$ cat config.mk
export PLATFORM = sky130hd
export DESIGN_NAME = pwm_timer_subsystem
export DESIGN_NICKNAME = d
export VERILOG_FILES = /design/src/verilog/apb_map_pkg.sv /design/src/verilog/pwm_timer_pkg.sv /design/src/verilog/apb_resp_mux.sv /design/src/verilog/apb_slot_decoder.sv /design/src/verilog/pwm_timer_channel.sv /design/src/verilog/pwm_timer_subsystem.sv
export SDC_FILE = /design/constraint.sdc
export NUM_CORES = 1
export LEC_CHECK = 0
export ABC_AREA = 1
export BUFFER_PORTS_ARGS = -buffer_cell sky130_fd_sc_hd__buf_2
export CORE_ASPECT_RATIO = 1.75
export CORE_MARGIN = 3
export CORE_UTILIZATION = 38
export CTS_BUF_LIST = sky130_fd_sc_hd__clkbuf_8
export DETAILED_ROUTE_END_ITERATION = 8
export HOLD_SLACK_MARGIN = 0.05
export PLACE_DENSITY = 0.63
export SYNTH_ARGS = -nofsm -noshare
export SYNTH_HDL_FRONTEND = slang
export SYNTH_HIERARCHICAL = 1
export SYNTH_SLANG_ARGS = --single-unit
$ cat constraint.sdc
create_clock -name clk_i -period 3 [get_ports clk_i]
set_input_delay 0.6 -clock clk_i [delete_from_list [all_inputs] [get_ports clk_i]]
set_output_delay 0.6 -clock clk_i [all_outputs]
set_load 0.01 [all_outputs]
$ cat src/verilog/apb_map_pkg.sv
// APB address map of the timer subsystem, shared by the decoder, channels, response mux and top
package apb_map_pkg;

   // Bus widths
   localparam int unsigned APB_ADDR_W = 32;
   localparam int unsigned APB_DATA_W = 32;

   // Number of timer channel slots behind the APB port
   localparam int unsigned NUM_TIMERS = 4;

   // Slot index sits right above the register offset, so every slot spans 16 bytes
   localparam int unsigned SLOT_LSB = 4;
   localparam int unsigned SLOT_W   = 2;

   // Register offsets inside one slot
   localparam logic [SLOT_LSB-1:0] REG_CTRL   = 4'h0;
   localparam logic [SLOT_LSB-1:0] REG_PERIOD = 4'h4;
   localparam logic [SLOT_LSB-1:0] REG_DUTY   = 4'h8;

   // Free-running counter, read only
   localparam logic [SLOT_LSB-1:0] REG_COUNT  = 4'hC;

   // First address past the last slot
   localparam logic [APB_ADDR_W-1:0] MAP_LIMIT = 32'h0000_0040;

endpackage

$ cat src/verilog/pwm_timer_pkg.sv
// Layout and reset values of one PWM timer channel, used by the channel register file
package pwm_timer_pkg;

   // Counter, period and duty share one width
   localparam int unsigned CNT_W = 16;

   // Control register bits
   localparam int unsigned CTRL_EN_BIT  = 0;
   localparam int unsigned CTRL_POL_BIT = 1;

   // Only these low control bits are stored, the rest read back as zero
   localparam int unsigned CTRL_W = 2;

   // Reset values of the channel registers
   localparam logic [CTRL_W-1:0] CTRL_RST   = '0;
   localparam logic [CNT_W-1:0]  PERIOD_RST = '0;
   localparam logic [CNT_W-1:0]  DUTY_RST   = '0;
   localparam logic [CNT_W-1:0]  COUNT_RST  = '0;

endpackage

$ cat src/verilog/apb_resp_mux.sv
// Response mux that returns the addressed slot's APB reply, or an error for unmapped addresses
module apb_resp_mux (
   input  logic                                                        psel_i,
   input  logic                                                        penable_i,
   input  logic [apb_map_pkg::SLOT_W-1:0]                              slot_idx_i,
   input  logic                                                        miss_i,

   // One reply per slot
   input  logic [apb_map_pkg::NUM_TIMERS-1:0][apb_map_pkg::APB_DATA_W-1:0] prdata_i,
   input  logic [apb_map_pkg::NUM_TIMERS-1:0]                          pready_i,
   input  logic [apb_map_pkg::NUM_TIMERS-1:0]                          pslverr_i,

   // Reply towards the master
   output logic [apb_map_pkg::APB_DATA_W-1:0]                          prdata_o,
   output logic                                                        pready_o,
   output logic                                                        pslverr_o
);

   logic access;

   assign access = psel_i && penable_i;

   always_comb begin
      if (miss_i) begin
         // Nobody owns the address, so answer here with an error and no data
         prdata_o  = '0;
         pready_o  = access;
         pslverr_o = access;
      end else begin
         // Unselected slots hold their replies low, so idle cycles stay quiet
         prdata_o  = prdata_i[slot_idx_i];
         pready_o  = pready_i[slot_idx_i];
         pslverr_o = pslverr_i[slot_idx_i];
      end
   end

endmodule

$ cat src/verilog/apb_slot_decoder.sv
// Address decoder that turns the shared APB address into one select per timer slot
module apb_slot_decoder (
   input  logic [apb_map_pkg::APB_ADDR_W-1:0] paddr_i,
   input  logic                               psel_i,
   output logic [apb_map_pkg::NUM_TIMERS-1:0] slot_sel_o,
   output logic [apb_map_pkg::SLOT_W-1:0]     slot_idx_o,
   output logic                               miss_o
);

   logic                           in_range;
   logic [apb_map_pkg::SLOT_W-1:0] slot_idx;

   // Everything from MAP_LIMIT upwards belongs to no slot
   assign in_range = (paddr_i < apb_map_pkg::MAP_LIMIT);

   // Slot field of the address
   assign slot_idx = paddr_i[apb_map_pkg::SLOT_LSB +: apb_map_pkg::SLOT_W];

   // One-hot select, only while the master addresses the subsystem
   always_comb begin
      slot_sel_o = '0;
      if (psel_i && in_range) begin
         for (int unsigned i = 0; i < apb_map_pkg::NUM_TIMERS; i++) begin
            if (slot_idx == i[apb_map_pkg::SLOT_W-1:0]) begin
               slot_sel_o[i] = 1'b1;
            end
         end
      end
   end

   // Index goes to the response mux as is, the mux qualifies it with the miss flag
   assign slot_idx_o = slot_idx;

   // Selected but outside the map
   assign miss_o = psel_i && !in_range;

endmodule

$ cat src/verilog/pwm_timer_channel.sv
// One PWM timer channel with its APB register file, free-running counter and pad output
module pwm_timer_channel (
   input  logic                               clk_i,
   input  logic                               rst_i,

   // APB slave side, sel_i comes from the slot decoder
   input  logic                               sel_i,
   input  logic                               penable_i,
   input  logic                               pwrite_i,
   input  logic [apb_map_pkg::SLOT_LSB-1:0]   paddr_i,
   input  logic [apb_map_pkg::APB_DATA_W-1:0] pwdata_i,
   output logic [apb_map_pkg::APB_DATA_W-1:0] prdata_o,
   output logic                               pready_o,
   output logic                               pslverr_o,

   // Timer output towards the pad
   output logic                               pwm_o
);

   logic [pwm_timer_pkg::CTRL_W-1:0] ctrl_q;
   logic [pwm_timer_pkg::CNT_W-1:0]  period_q;
   logic [pwm_timer_pkg::CNT_W-1:0]  duty_q;
   logic [pwm_timer_pkg::CNT_W-1:0]  count_q;
   logic [pwm_timer_pkg::CNT_W-1:0]  count_last;

   logic access;
   logic wr_err;
   logic wr_en;
   logic rd_en;
   logic enable;
   logic polarity;
   logic active;

   logic [apb_map_pkg::APB_DATA_W-1:0] rdata;

   // Access phase of a transfer to this slot
   assign access = sel_i && penable_i;

   // COUNT is read only, a write there is refused
   assign wr_err = access && pwrite_i && (paddr_i == apb_map_pkg::REG_COUNT);
   assign wr_en  = access && pwrite_i && !wr_err;
   assign rd_en  = access && !pwrite_i;

   // No wait states
   assign pready_o  = access;
   assign pslverr_o = wr_err;

   // Register writes land on the completing edge
   always_ff @(posedge clk_i) begin
      if (rst_i) begin
         ctrl_q   <= pwm_timer_pkg::CTRL_RST;
         period_q <= pwm_timer_pkg::PERIOD_RST;
         duty_q   <= pwm_timer_pkg::DUTY_RST;
      end else if (wr_en) begin
         case (paddr_i)
            apb_map_pkg::REG_CTRL:   ctrl_q   <= pwdata_i[pwm_timer_pkg::CTRL_W-1:0];
            apb_map_pkg::REG_PERIOD: period_q <= pwdata_i[pwm_timer_pkg::CNT_W-1:0];
            apb_map_pkg::REG_DUTY:   duty_q   <= pwdata_i[pwm_timer_pkg::CNT_W-1:0];
            default: ;
         endcase
      end
   end

   assign enable   = ctrl_q[pwm_timer_pkg::CTRL_EN_BIT];
   assign polarity = ctrl_q[pwm_timer_pkg::CTRL_POL_BIT];

   // A period of zero behaves like a period of one
   assign count_last = (period_q == '0) ? '0 : period_q - 1'b1;

   // Counter wraps at period minus one and sits at zero while disabled.
   // The >= compare also catches a period that shrank below the current count
   always_ff @(posedge clk_i) begin
      if (rst_i) begin
         count_q <= pwm_timer_pkg::COUNT_RST;
      end else if (!enable) begin
         count_q <= '0;
      end else if (count_q >= count_last) begin
         count_q <= '0;
      end else begin
         count_q <= count_q + 1'b1;
      end
   end

   // High while the count is below duty, then flipped by polarity
   assign active = enable && (count_q < duty_q);
   assign pwm_o  = active ^ polarity;

   // Read back, zero-extended to the bus width
   always_comb begin
      rdata = '0;
      if (rd_en) begin
         case (paddr_i)
            apb_map_pkg::REG_CTRL:   rdata[pwm_timer_pkg::CTRL_W-1:0] = ctrl_q;
            apb_map_pkg::REG_PERIOD: rdata[pwm_timer_pkg::CNT_W-1:0]  = period_q;
            apb_map_pkg::REG_DUTY:   rdata[pwm_timer_pkg::CNT_W-1:0]  = duty_q;
            apb_map_pkg::REG_COUNT:  rdata[pwm_timer_pkg::CNT_W-1:0]  = count_q;
            default: ;
         endcase
      end
   end

   assign prdata_o = rdata;

endmodule

$ cat src/verilog/pwm_timer_subsystem.sv
// Top of the APB timer subsystem: slot decoder, a bank of PWM channels and the response mux
module pwm_timer_subsystem (
   input  logic                               clk_i,
   input  logic                               rst_i,

   // APB slave port
   input  logic [apb_map_pkg::APB_ADDR_W-1:0] paddr_i,
   input  logic                               psel_i,
   input  logic                               penable_i,
   input  logic                               pwrite_i,
   input  logic [apb_map_pkg::APB_DATA_W-1:0] pwdata_i,
   output logic [apb_map_pkg::APB_DATA_W-1:0] prdata_o,
   output logic                               pready_o,
   output logic                               pslverr_o,

   // Timer outputs to the pads, one per channel
   output logic [apb_map_pkg::NUM_TIMERS-1:0] pwm_o
);

   logic [apb_map_pkg::NUM_TIMERS-1:0]                          slot_sel;
   logic [apb_map_pkg::SLOT_W-1:0]                              slot_idx;
   logic                                                        miss;
   logic [apb_map_pkg::NUM_TIMERS-1:0][apb_map_pkg::APB_DATA_W-1:0] ch_prdata;
   logic [apb_map_pkg::NUM_TIMERS-1:0]                          ch_pready;
   logic [apb_map_pkg::NUM_TIMERS-1:0]                          ch_pslverr;

   apb_slot_decoder i_apb_slot_decoder (
      .paddr_i    ( paddr_i  ),
      .psel_i     ( psel_i   ),
      .slot_sel_o ( slot_sel ),
      .slot_idx_o ( slot_idx ),
      .miss_o     ( miss     )
   );

   // Channels only see the offset bits of the address
   for (genvar i = 0; i < apb_map_pkg::NUM_TIMERS; i++) begin : g_timer
      pwm_timer_channel i_pwm_timer_channel (
         .clk_i     ( clk_i                                 ),
         .rst_i     ( rst_i                                 ),
         .sel_i     ( slot_sel[i]                           ),
         .penable_i ( penable_i                             ),
         .pwrite_i  ( pwrite_i                              ),
         .paddr_i   ( paddr_i[apb_map_pkg::SLOT_LSB-1:0]    ),
         .pwdata_i  ( pwdata_i                              ),
         .prdata_o  ( ch_prdata[i]                          ),
         .pready_o  ( ch_pready[i]                          ),
         .pslverr_o ( ch_pslverr[i]                         ),
         .pwm_o     ( pwm_o[i]                              )
      );
   end

   apb_resp_mux i_apb_resp_mux (
      .psel_i     ( psel_i     ),
      .penable_i  ( penable_i  ),
      .slot_idx_i ( slot_idx   ),
      .miss_i     ( miss       ),
      .prdata_i   ( ch_prdata  ),
      .pready_i   ( ch_pready  ),
      .pslverr_i  ( ch_pslverr ),
      .prdata_o   ( prdata_o   ),
      .pready_o   ( pready_o   ),
      .pslverr_o  ( pslverr_o  )
   );

endmodule
==> results of run 1 <==
Yosys cell counts (4+ instances only):
master / number
clkbuf_1: 17
nand4_2: 5
o22ai_1: 30
buf_2: 23
nand2_4: 4
o21ai_1: 6
xor2_1: 54
a211oi_2: 110
nor4_1: 4
o21a_1: 8
nand3_2: 14
dfxtp_1: 200
o221ai_1: 27
o21bai_1: 4
a21oi_2: 4
inv_2: 28
buf_1: 10
nor3_1: 25
nor2_2: 28
conb_1: 4
nand2_2: 5
buf_4: 73
nand3_4: 9
ha_1: 136
nand2_1: 521
a21oi_1: 95
o21ai_0: 57
buf_6: 26
nand4_1: 15
a211oi_1: 26
inv_1: 447
nand3_1: 170
nor2_1: 360
nor2_4: 10
xnor2_1: 7
area by class of cell:
| type | count | area [sq um] | share of cell area |
|---|---|---|---|
| antenna | 3 | 7.51 | 0.000386 |
| clock buffer | 19 | 262 | 0.0135 |
| clock inverter | 12 | 129 | 0.00663 |
| inverter | 477 | 1790 | 0.0921 |
| multi-input combinational | 1823 | 11200 | 0.577 |
| sequential | 200 | 4010 | 0.206 |
| tap | 577 | 722 | 0.0371 |
| timing repair buffer | 170 | 1310 | 0.0673 |
what timing repair did:
| item | 4_1_cts | 5_1_grt |
|---|---|---|
| gates cloned | 0 | 4 |
| endpoints found under the setup margin | 16 | 59 |
| setup buffers | 1 | 4 |
| pin swaps | 7 | 33 |
| hold endpoints to repair | 0 | 0 |
| gates resized for setup | 58 | 85 |
| hold buffers | 0 | 0 |
state kept, by name (all words and copies together), names as in the netlist:
| signal | flops |
|---|---|
| g_timer.i_pwm_timer_channel/duty_q | 64 |
| g_timer.i_pwm_timer_channel/count_q | 64 |
| g_timer.i_pwm_timer_channel/period_q | 64 |
| g_timer.i_pwm_timer_channel/ctrl_q | 8 |
per-layer routing:
layer / vias to the layer above / wire length [microns]
li1: 8359 / -
met1: 7728 / 21300
met3: 148 / 2390
met5: - / 52
met4: 8 / 3830
met2: 459 / 29500
power by group through the flow:
stage               clock network, mW  logic (mW)  registers, mW
floorplan                           0       0.312           2.71
global placement                    0       0.495           2.71
detailed placement                  0       0.500           2.71
CTS                              1.89       0.522           2.65
global route                     1.98       0.598           2.65
finish                           1.84       0.563           2.65
through the flow:
| stage | cell area [sq um] | setup slack (ns) | hold slack [ns] | utilization |
|---|---|---|---|---|
| global route | 19400 | -0.258 | 0.499 | 0.430 |
| global placement | 18400 | -0.193 | 0.476 | 0.407 |
| finish | 19400 | -0.154 | 0.497 | 0.430 |
| floorplan | 17600 | 0.231 | 0.451 | - |
| detailed placement | 18400 | -0.158 | 0.485 | 0.407 |
| CTS | 19000 | -0.0835 | 0.457 | 0.421 |
how the worst max path moves through the flow:
stage                startpoint           end  slack [ns]
floorplan           paddr_i[25]  prdata_o[11]        0.23
global placement     paddr_i[7]   prdata_o[0]       -0.19
detailed placement  paddr_i[27]   prdata_o[4]       -0.16
CTS                 paddr_i[31]   prdata_o[1]       -0.08
global route        paddr_i[19]  prdata_o[13]       -0.26
finish              paddr_i[19]   prdata_o[9]       -0.15
critical path, delay by kind of cell:
kind | cells | cell delay [ns]
and+or+nand+nor | 9 | 1.15
buffers and inverters | 5 | 0.54
AOI/OAI and AO/OA | 2 | 0.26
logic make-up (layout without fill, tap and decap cells):
group	Yosys count	in the layout	share of synthesized area
simple gates	1187	1188	0.306
buf+inv	629	678	0.164
compound gates	374	374	0.170
flops	200	200	0.230
fa+ha+maj	136	136	0.0977
xor+xnor	61	61	0.0307
other cells	4	67	0.000862
cell usage in the layout (no fill, tap or decap), types with 4 or more instances in the layout:
| cell | instances |
|---|---|
| nand2_1 | 514 |
| inv_1 | 443 |
| nor2_1 | 345 |
| dfxtp_1 | 198 |
| nand3_1 | 148 |
| ha_1 | 136 |
| a211oi_2 | 110 |
| a21oi_1 | 76 |
| buf_4 | 73 |
| buf_2 | 67 |
| conb_1 | 64 |
| xor2_1 | 54 |
| o21ai_0 | 52 |
| inv_2 | 34 |
| nand3_2 | 31 |
| o22ai_1 | 30 |
| nor2_2 | 29 |
| o221ai_1 | 26 |
| a211oi_1 | 26 |
| nor3_1 | 25 |
| nor2_4 | 24 |
| a21oi_2 | 22 |
| buf_6 | 20 |
| clkbuf_8 | 19 |
| nand4_1 | 15 |
| nand3_4 | 14 |
| nand2_2 | 11 |
| buf_12 | 10 |
| o21a_1 | 8 |
| o21ai_1 | 7 |
| xnor2_1 | 7 |
| nand2_4 | 5 |
| clkinvlp_4 | 4 |
| o21ai_2 | 4 |
| nor4_1 | 4 |
| o21bai_1 | 4 |
| nand4_2 | 4 |
==> impl_metrics.yaml, run 1 <==
power:
  worst_ir_drop_vdd_mv: 0.268
  design_power_total_mw: 5.06
  power.share.sequential: 0.525
  switching_power_mw: 1.46
  power.static_leakage_nw: 8.36
  power.share.switching: 0.289
  power-per-cell-area_nw_per_um2: 260
  pwr-share-comb: 0.111
  clock_power_share: 0.364
  internal_power_summed_over_all_cells_mw: 3.60
worst_hold_path:
  hold_path_end: "g_timer[1].i_pwm_timer_channel/duty_q[14]"
  hold_path_class: "in2reg"
  hold_depth: 3
  holdCritStartpoint: "pwdata_i[14]"
yosys:
  synth-main-ff-cell: "dfxtp_1"
  synth-async-reset-ratio: 0
  synth.yosys.seq_area_share: 0.230
  synth_largest_type_area_fraction: 0.230
  netlist-cell-type-count: 50
  post-synth-top-area-cell: "dfxtp_1"
  synth_area_leaders: "dfxtp_1, nand2_1, ha_1"
  synth_area_per_cell_sq_um: 6.72
  postSynthRegisterBits: 200
  synth_edf_count: 0
  synthesis.instances: 2591
  netlist_area_sq_um: 17400
  ys_warn_count: 6
layout:
  num-fill-cells: 4607
  number_of_nets_in_the_layout: 2894
  area_growth_syn_to_fin_pct: 11.6
  final_layout_size_suffix_gt1_frac: 0.188
  final_cells: 3281
die:
  placementRows: 103
  num_io_pins: 107
  start_util: 0.385
  die_area_sq_um: 48500
  die_height_microns: 289
  floorplan.core_area_sq_um: 45200
  die_wd_microns: 168
critical_path:
  timing.critical_path.to_type: "primary output"
  cpPeakStageDelay_ns: 0.19
  cp_slowest_cell: "nor2_4"
  r2r.worst_path.cells: 15
  regToRegStartpoint: "g_timer[0].i_pwm_timer_channel/period_q[2]"
  cpMostUsedCell: "nand2_1"
  worstPathMaxFanout: 5
  timing.critical_path.cells: "buf_2 > nor2_1 > nand2_1 > nor2_4 > nand4_4 > nor2_1 > nand2_1 > nor2_4 > buf_2 > o21ai_0 > inv_1 > inv_1 > nand2_1 > nand3_4 > a21oi_2 > buf_4"
  worst_ep_required_time_ns: 2.40
  timing.setup.critical_path_class: "in2out"
  start_kind: "input port"
  cp_data_arrival_time_ns: 2.55
  reg2reg_slack_ns: 0.21
  worstReg2RegEnd: "g_timer[0].i_pwm_timer_channel/count_q[13]"
place:
  routabilityCongestion: 0.973
  detailedPlacementHpwl_microns: 44200
  port-buffer-count: 90
  placed_cells_incl_taps: 3238
timing:
  grt_setup_unrepaired: "yes"
  finalCriticalPeriod_ns: 3.15
  tightestPinTransition_ns: 0.730
  finalHoldViolations: 0
  fin_worst_skew_ns: 0.0198
  final_min_period_over_clock_period: 1.05
  final_total_negative_setup_slack_ns: -1.83
  setup_viol_count_final: 16
  final-max-slew-violation-count: 0
  fmax_ghz: 0.317
  worst_slew_margin_rel: 0.513
  postLayoutSetupSlackWorst_ns: -0.154
detailed_routing:
  drt_drc_violations_left: 0
  drt_pre_antenna_iters: 7
  drt_wl_total_microns: 57000
  first_iter_violations: 1062
  routed_via_density: 5.09
  wire_per_inst_microns: 17.4
  remaining_antenna_violation_count_after_routing: 0
  route.vias.total: 16702
clocking:
  worst_skew_pair.late_latency_ns: 0.55
  cts_buffers: 17
  cts_htree_levels: 4
  clk_root_buffer_cell: "clkbuf_8"
  clkSlewWorstSetupHoldPaths_ns: 0.10
  cts_num_sinks: 200
  tritoncts: "yes"
  ctsLongestPathBuffers: 2
global_route:
  first_global_vias: 16190
  use_met2: 0.422
  global_route.usage.met3: 0.0325
  global_route.usage.total: 0.229
  grt.busiest_layer: "met2"
  maximum_number_of_pins_on_one_net_before_global_route_repair: 52
  wire_length_of_the_first_global_routing_pass_microns: 87300
  grt.met1_usage: 0.242
  grt-ovfl-total: 0
  antenna_found_initial: 7
outcome:
  outcome: "finished, violations left"
  violations: "setup timing"
run:
  max_cap_violations: 0
Note: power is estimated with default switching activity, not from simulation.
==> inputs of run 2 (changes only) <==
--- a/config.mk
+++ b/config.mk
@@ -10,7 +10,6 @@
 export CORE_ASPECT_RATIO = 1.75
 export CORE_MARGIN = 3
 export CORE_UTILIZATION = 38
-export CTS_BUF_LIST = sky130_fd_sc_hd__clkbuf_8
 export DETAILED_ROUTE_END_ITERATION = 8
 export HOLD_SLACK_MARGIN = 0.05
 export PLACE_DENSITY = 0.63
==> impl_metrics.yaml, run 2 (synthesis gave the netlist of run 1 again) <==
outcome:
  outcome: "finished, violations left"
  violations: "setup timing"
detailed_routing:
  remaining_antenna_violation_count_after_routing: 0
  routed_via_density: 5.10
  drt_wl_total_microns: 56800
  first_iter_violations: 1078
  routed.top_layer: "met5"
  drt_pre_antenna_iters: 6
  wire_per_inst_microns: 17.3
  drt_drc_violations_left: 0
  route.vias.total: 16718
  wirelength_met1_microns: 21000
  met3RoutedLength_microns: 2540
  route.met2.wl_microns: 29200
place:
  detailedPlacementHpwl_microns: 44200
  routabilityCongestion: 0.973
  post_dp_cell_area_sq_um: 18400
  dp_worst_setup_slack_ns: -0.158
  port-buffer-count: 90
timing:
  finalCriticalPeriod_ns: 3.18
  setup_viol_count_final: 16
  fmax_ghz: 0.314
  finalHoldViolations: 0
  worst_slew_margin_rel: 0.503
  final_min_period_over_clock_period: 1.06
  postLayoutSetupSlackWorst_ns: -0.182
  final-max-slew-violation-count: 0
  grt_setup_unrepaired: "yes"
  fin_worst_skew_ns: 0.00915
  tightestPinTransition_ns: 0.744
power:
  power.static_leakage_nw: 8.42
  worst_ir_drop_vdd_mv: 0.433
  power.share.switching: 0.270
  clock_power_share: 0.426
  power-per-cell-area_nw_per_um2: 286
  power.share.sequential: 0.474
  switching_power_mw: 1.51
  internal_power_summed_over_all_cells_mw: 4.09
  pwr-share-comb: 0.100
die:
  floorplan.core_area_sq_um: 45200
  num_io_pins: 107
  start_util: 0.385
  die_wd_microns: 168
  die_area_sq_um: 48500
  die_height_microns: 289
  placementRows: 103
clocking:
  worst_skew_pair.late_latency_ns: 0.47
  tritoncts: "yes"
  clkSlewWorstSetupHoldPaths_ns: 0.07
  cts_buffers: 17
  clk_root_buffer_cell: "clkbuf_16"
  ctsLongestPathBuffers: 2
  cts_num_sinks: 200
  cts_htree_levels: 4
critical_path:
  cp_data_arrival_time_ns: 2.58
  family_of_cells_with_the_greatest_summed_delay_on_the_critical_path: "simple AND/OR/NAND/NOR gates"
  timing.setup.critical_path_class: "in2out"
  cpPeakStageDelay_ns: 0.20
  cpMostUsedCell: "nand2_1"
  timing.critical_path.cells: "buf_2 > nor2_1 > nand2_1 > nor2_4 > nand4_4 > nor2_1 > nand2_1 > nor2_4 > buf_6 > buf_6 > nand2_1 > inv_1 > inv_1 > nand2_1 > nand3_1 > a21oi_2 > buf_4"
  cp_slowest_cell: "nor2_4"
  worst_ep_required_time_ns: 2.40
  start_kind: "input port"
  timing.critical_path.to_type: "primary output"
  worstPathMaxFanout: 6
  timing.critical_path.buf_inv: 6
global_route:
  first_global_vias: 16203
  grt-ovfl-total: 0
  maximum_number_of_pins_on_one_net_before_global_route_repair: 52
  antenna_found_initial: 6
  global_route.usage.total: 0.229
  wire_length_of_the_first_global_routing_pass_microns: 87300
layout:
  final_layout_size_suffix_gt1_frac: 0.184
  num-fill-cells: 4599
  mostFrequentLayoutCell: "nand2_1"
  area_growth_syn_to_fin_pct: 12.4
  multiInputGateArea_sq_um: 11200
  layout.cell_area.non_filler_sq_um: 19600
  number_of_nets_in_the_layout: 2892
  most-common-layout-cells: "nand2_1, inv_1, nor2_1"
  area.sequential_sq_um: 4000
  top_flop_regs: "g_timer.i_pwm_timer_channel/count_q (64), g_timer.i_pwm_timer_channel/duty_q (64), g_timer.i_pwm_timer_channel/period_q (64)"
run:
  max_cap_violations: 0
worst_hold_path:
  hold_path_class: "reg2reg"
## run 2: cell count changes in the layout (fill, tap and decap cells not counted), moves of 3 or more
| cell | delta |
|---|---|
| inv_2 | -4 |
| clkbuf_8 | -17 |
| nand2_1 | +3 |
| clkbuf_16 | +17 |
## run 2: area by class of cell
class / instances / share of cell area
Multi-Input combinational cell: 1822 / 0.571
Sequential cell: 200 / 0.204
Inverter: 477 / 0.0914
Timing Repair Buffer: 169 / 0.0665
Tap cell: 577 / 0.0369
Clock buffer: 21 / 0.0235
Clock inverter: 10 / 0.00620
Antenna cell: 2 / 0.000256
## run 2: worst min-delay path: cells and delay by family (launching register included)
family          cells  cell delay, ns
compound gates      1            0.05
flops               1            0.33
simple gates        1            0.07
## run 2: worst paths after layout
kind                                                   start                                    endpoint  slack [ns]  cells after the start
hold / removal      g_timer[1].i_pwm_timer_channel/duty_q[0]    g_timer[1].i_pwm_timer_channel/duty_q[0]        0.50                      2
setup reg to reg  g_timer[0].i_pwm_timer_channel/period_q[0]  g_timer[0].i_pwm_timer_channel/count_q[10]        0.24                     15
hold reg to reg     g_timer[1].i_pwm_timer_channel/duty_q[0]    g_timer[1].i_pwm_timer_channel/duty_q[0]        0.50                      2
setup / recovery                                 paddr_i[19]                                 prdata_o[3]       -0.18                     17
## run 2: per-stage QoR
step / total power, mW / hold slack [ns] / TNS, ns / utilization / instances
after global routing: 5.79 / 0.518 / -3.65 / 0.433 / 3276
after detailed placement: 3.21 / 0.485 / -1.79 / 0.407 / 3238
after CTS: 5.63 / 0.499 / -0.494 / 0.425 / 3270
final: 5.60 / 0.501 / -2.13 / 0.433 / 3278
after floorplan: 3.03 / 0.451 / 0 / - / 2651
after global placement: 3.21 / 0.476 / -2.15 / 0.407 / 3238
## run 2: repair_timing
item	in CTS	in global routing
cloned	0	3
buffers inserted	1	3
resized for setup	58	73
setup endpoints to repair	16	58
hold buffers	0	0
pin swaps	7	31
## run 2: metal layers
layer  GRT usage  vias up
li1            -     8370
met1       0.242     7712
met2       0.422      472
met3      0.0329      156
met4       0.146        8
met5           0        -
## run 2: power by group through the flow
stage | combinational (mW) | clock, mW | sequential, mW
6_report | 0.562 | 2.39 | 2.65
5_1_grt | 0.596 | 2.54 | 2.65
4_1_cts | 0.522 | 2.45 | 2.65
3_5_place_dp | 0.500 | 0 | 2.71
3_3_place_gp | 0.495 | 0 | 2.71
2_1_floorplan | 0.312 | 0 | 2.71
==> inputs of run 3 (changes only) <==
--- a/config.mk
+++ b/config.mk
@@ -12,7 +12,7 @@
 export CORE_UTILIZATION = 38
 export DETAILED_ROUTE_END_ITERATION = 8
 export HOLD_SLACK_MARGIN = 0.05
-export PLACE_DENSITY = 0.63
+export PLACE_DENSITY = 0.62
 export SYNTH_ARGS = -nofsm -noshare
 export SYNTH_HDL_FRONTEND = slang
 export SYNTH_HIERARCHICAL = 1
==> impl_metrics.yaml, run 3 (synthesis gave the netlist of run 1 again) <==
critical_path:
  start_kind: "input port"
  family_of_cells_with_the_greatest_summed_delay_on_the_critical_path: "simple AND/OR/NAND/NOR gates"
  reg2reg_slack_ns: 0.21
  cpPeakStageDelay_ns: 0.19
  timing.setup.critical_path_class: "in2out"
  timing.critical_path.cells: "buf_6 > nor2_1 > nand2_1 > nor2_4 > nand4_4 > nor2_2 > nand2_2 > nor2_4 > buf_6 > buf_6 > inv_4 > a41oi_2 > inv_1 > nand2_1 > nand3_2 > a21oi_2 > buf_4"
  cp_slowest_cell: "nand4_4"
  worstPathMaxFanout: 5
  timing.critical_path.buf_inv: 6
  cpMostUsedCell: "buf_6"
  cp_data_arrival_time_ns: 2.60
  timing.critical_path.to_type: "primary output"
  worst_ep_required_time_ns: 2.40
power:
  power.static_leakage_nw: 8.51
  worst_ir_drop_vdd_mv: 0.445
  power-per-cell-area_nw_per_um2: 289
die:
  floorplan.core_area_sq_um: 45200
  die_area_sq_um: 48500
  die_wd_microns: 168
  start_util: 0.385
  placementRows: 103
  die_height_microns: 289
  num_io_pins: 107
global_route:
  first_global_vias: 16286
  global_route.usage.total: 0.227
  antenna_found_initial: 6
  grt-ovfl-total: 0
  maximum_number_of_pins_on_one_net_before_global_route_repair: 40
  wire_length_of_the_first_global_routing_pass_microns: 86400
detailed_routing:
  drt_pre_antenna_iters: 7
  first_iter_violations: 989
  routed_via_density: 5.09
  wire_per_inst_microns: 17.2
  route.vias.total: 16749
  drt_wl_total_microns: 56500
  drt_drc_violations_left: 0
  remaining_antenna_violation_count_after_routing: 0
layout:
  area_growth_syn_to_fin_pct: 13.5
  postLayoutCoreUtil: 0.437
  number_of_nets_in_the_layout: 2905
  most-common-layout-cells: "nand2_1, inv_1, nor2_1"
  top_flop_regs: "g_timer.i_pwm_timer_channel/count_q (64), g_timer.i_pwm_timer_channel/duty_q (64), g_timer.i_pwm_timer_channel/period_q (64)"
  num-fill-cells: 4564
  mostFrequentLayoutCell: "nand2_1"
  final_layout_size_suffix_gt1_frac: 0.197
clocking:
  worst_skew_pair.late_latency_ns: 0.47
  clk_root_buffer_cell: "clkbuf_16"
  cts-hold-fix-buffers: 0
  cts_htree_levels: 4
  cts_num_sinks: 200
  tritoncts: "yes"
  cts_buffers: 17
  clkSlewWorstSetupHoldPaths_ns: 0.07
  ctsLongestPathBuffers: 2
timing:
  final_min_period_over_clock_period: 1.07
  tightestPinTransition_ns: 0.700
  postLayoutSetupSlackWorst_ns: -0.204
  setup_viol_count_final: 16
  worst_slew_margin_rel: 0.533
  grt_setup_unrepaired: "yes"
  fin_worst_skew_ns: 0.00908
  finalCriticalPeriod_ns: 3.20
  finalHoldViolations: 0
  final-max-slew-violation-count: 0
  fmax_ghz: 0.312
  final_total_negative_setup_slack_ns: -2.47
worst_hold_path:
  hold_path_class: "reg2reg"
run:
  max_cap_violations: 0
place:
  dp_worst_setup_slack_ns: -0.307
  port-buffer-count: 90
  detailedPlacementHpwl_microns: 43800
  routabilityCongestion: 0.954
outcome:
  outcome: "finished, violations left"
  violations: "setup timing"
run 3: worst paths after layout:
check,startpoint,to,cells after the start
min reg2reg,g_timer[3].i_pwm_timer_channel/duty_q[0],g_timer[3].i_pwm_timer_channel/duty_q[0],2
max,paddr_i[29],prdata_o[0],17
min,g_timer[3].i_pwm_timer_channel/duty_q[0],g_timer[3].i_pwm_timer_channel/duty_q[0],2
max reg2reg,g_timer[0].i_pwm_timer_channel/period_q[1],g_timer[0].i_pwm_timer_channel/count_q[12],17
run 3: area by class of cell:
cell class / instances / area, sq um / area share
antenna: 2 / 5.00 / 0.000253
clock buffer: 20 / 467 / 0.0236
clock inverter: 11 / 148 / 0.00747
inverter: 477 / 1800 / 0.0908
multi-input combinational: 1823 / 11200 / 0.567
sequential: 200 / 4000 / 0.203
tap: 577 / 722 / 0.0365
timing repair buffer: 181 / 1410 / 0.0714
run 3: routing by layer:
metal / wire, microns / up-vias / global-route usage
met5: 58 / - / 0
met1: 21100 / 7754 / 0.235
met2: 28600 / 437 / 0.421
li1: - / 8394 / -
met4: 4460 / 8 / 0.159
met3: 2260 / 156 / 0.0276
run 3: repair_timing:
item / CTS / global route
endpoints found under the setup margin: 16 / 77
gates resized for setup: 84 / 77
pin swaps: 31 / 36
endpoints found under the hold margin: 0 / 0
gates cloned: 2 / 2
buffers inserted: 2 / 6
run 3: metrics by stage:
stage                     instances  hold slack (ns)  area, sq um  power [mW]
final                          3291            0.499        19800        5.72
after detailed placement       3246            0.483        18500        3.22
after CTS                      3281            0.494        19400        5.74
after global routing           3289            0.523        19800        5.89
after global placement         3246            0.476        18500        3.21
after floorplan                2651            0.451        17600        3.03
run 3: tightest hold or removal path: stages (launching register included):
cell	delay [ns]
dfxtp_1	0.33
nand2_1	0.07
a21oi_1	0.05
run 3: report_power, final:
part | internal (mW) | switching, mW | total (mW)
registers | 2.65 | 0.000000000100 | 2.65
clock network | 1.37 | 1.12 | 2.50
logic | 0.173 | 0.395 | 0.567
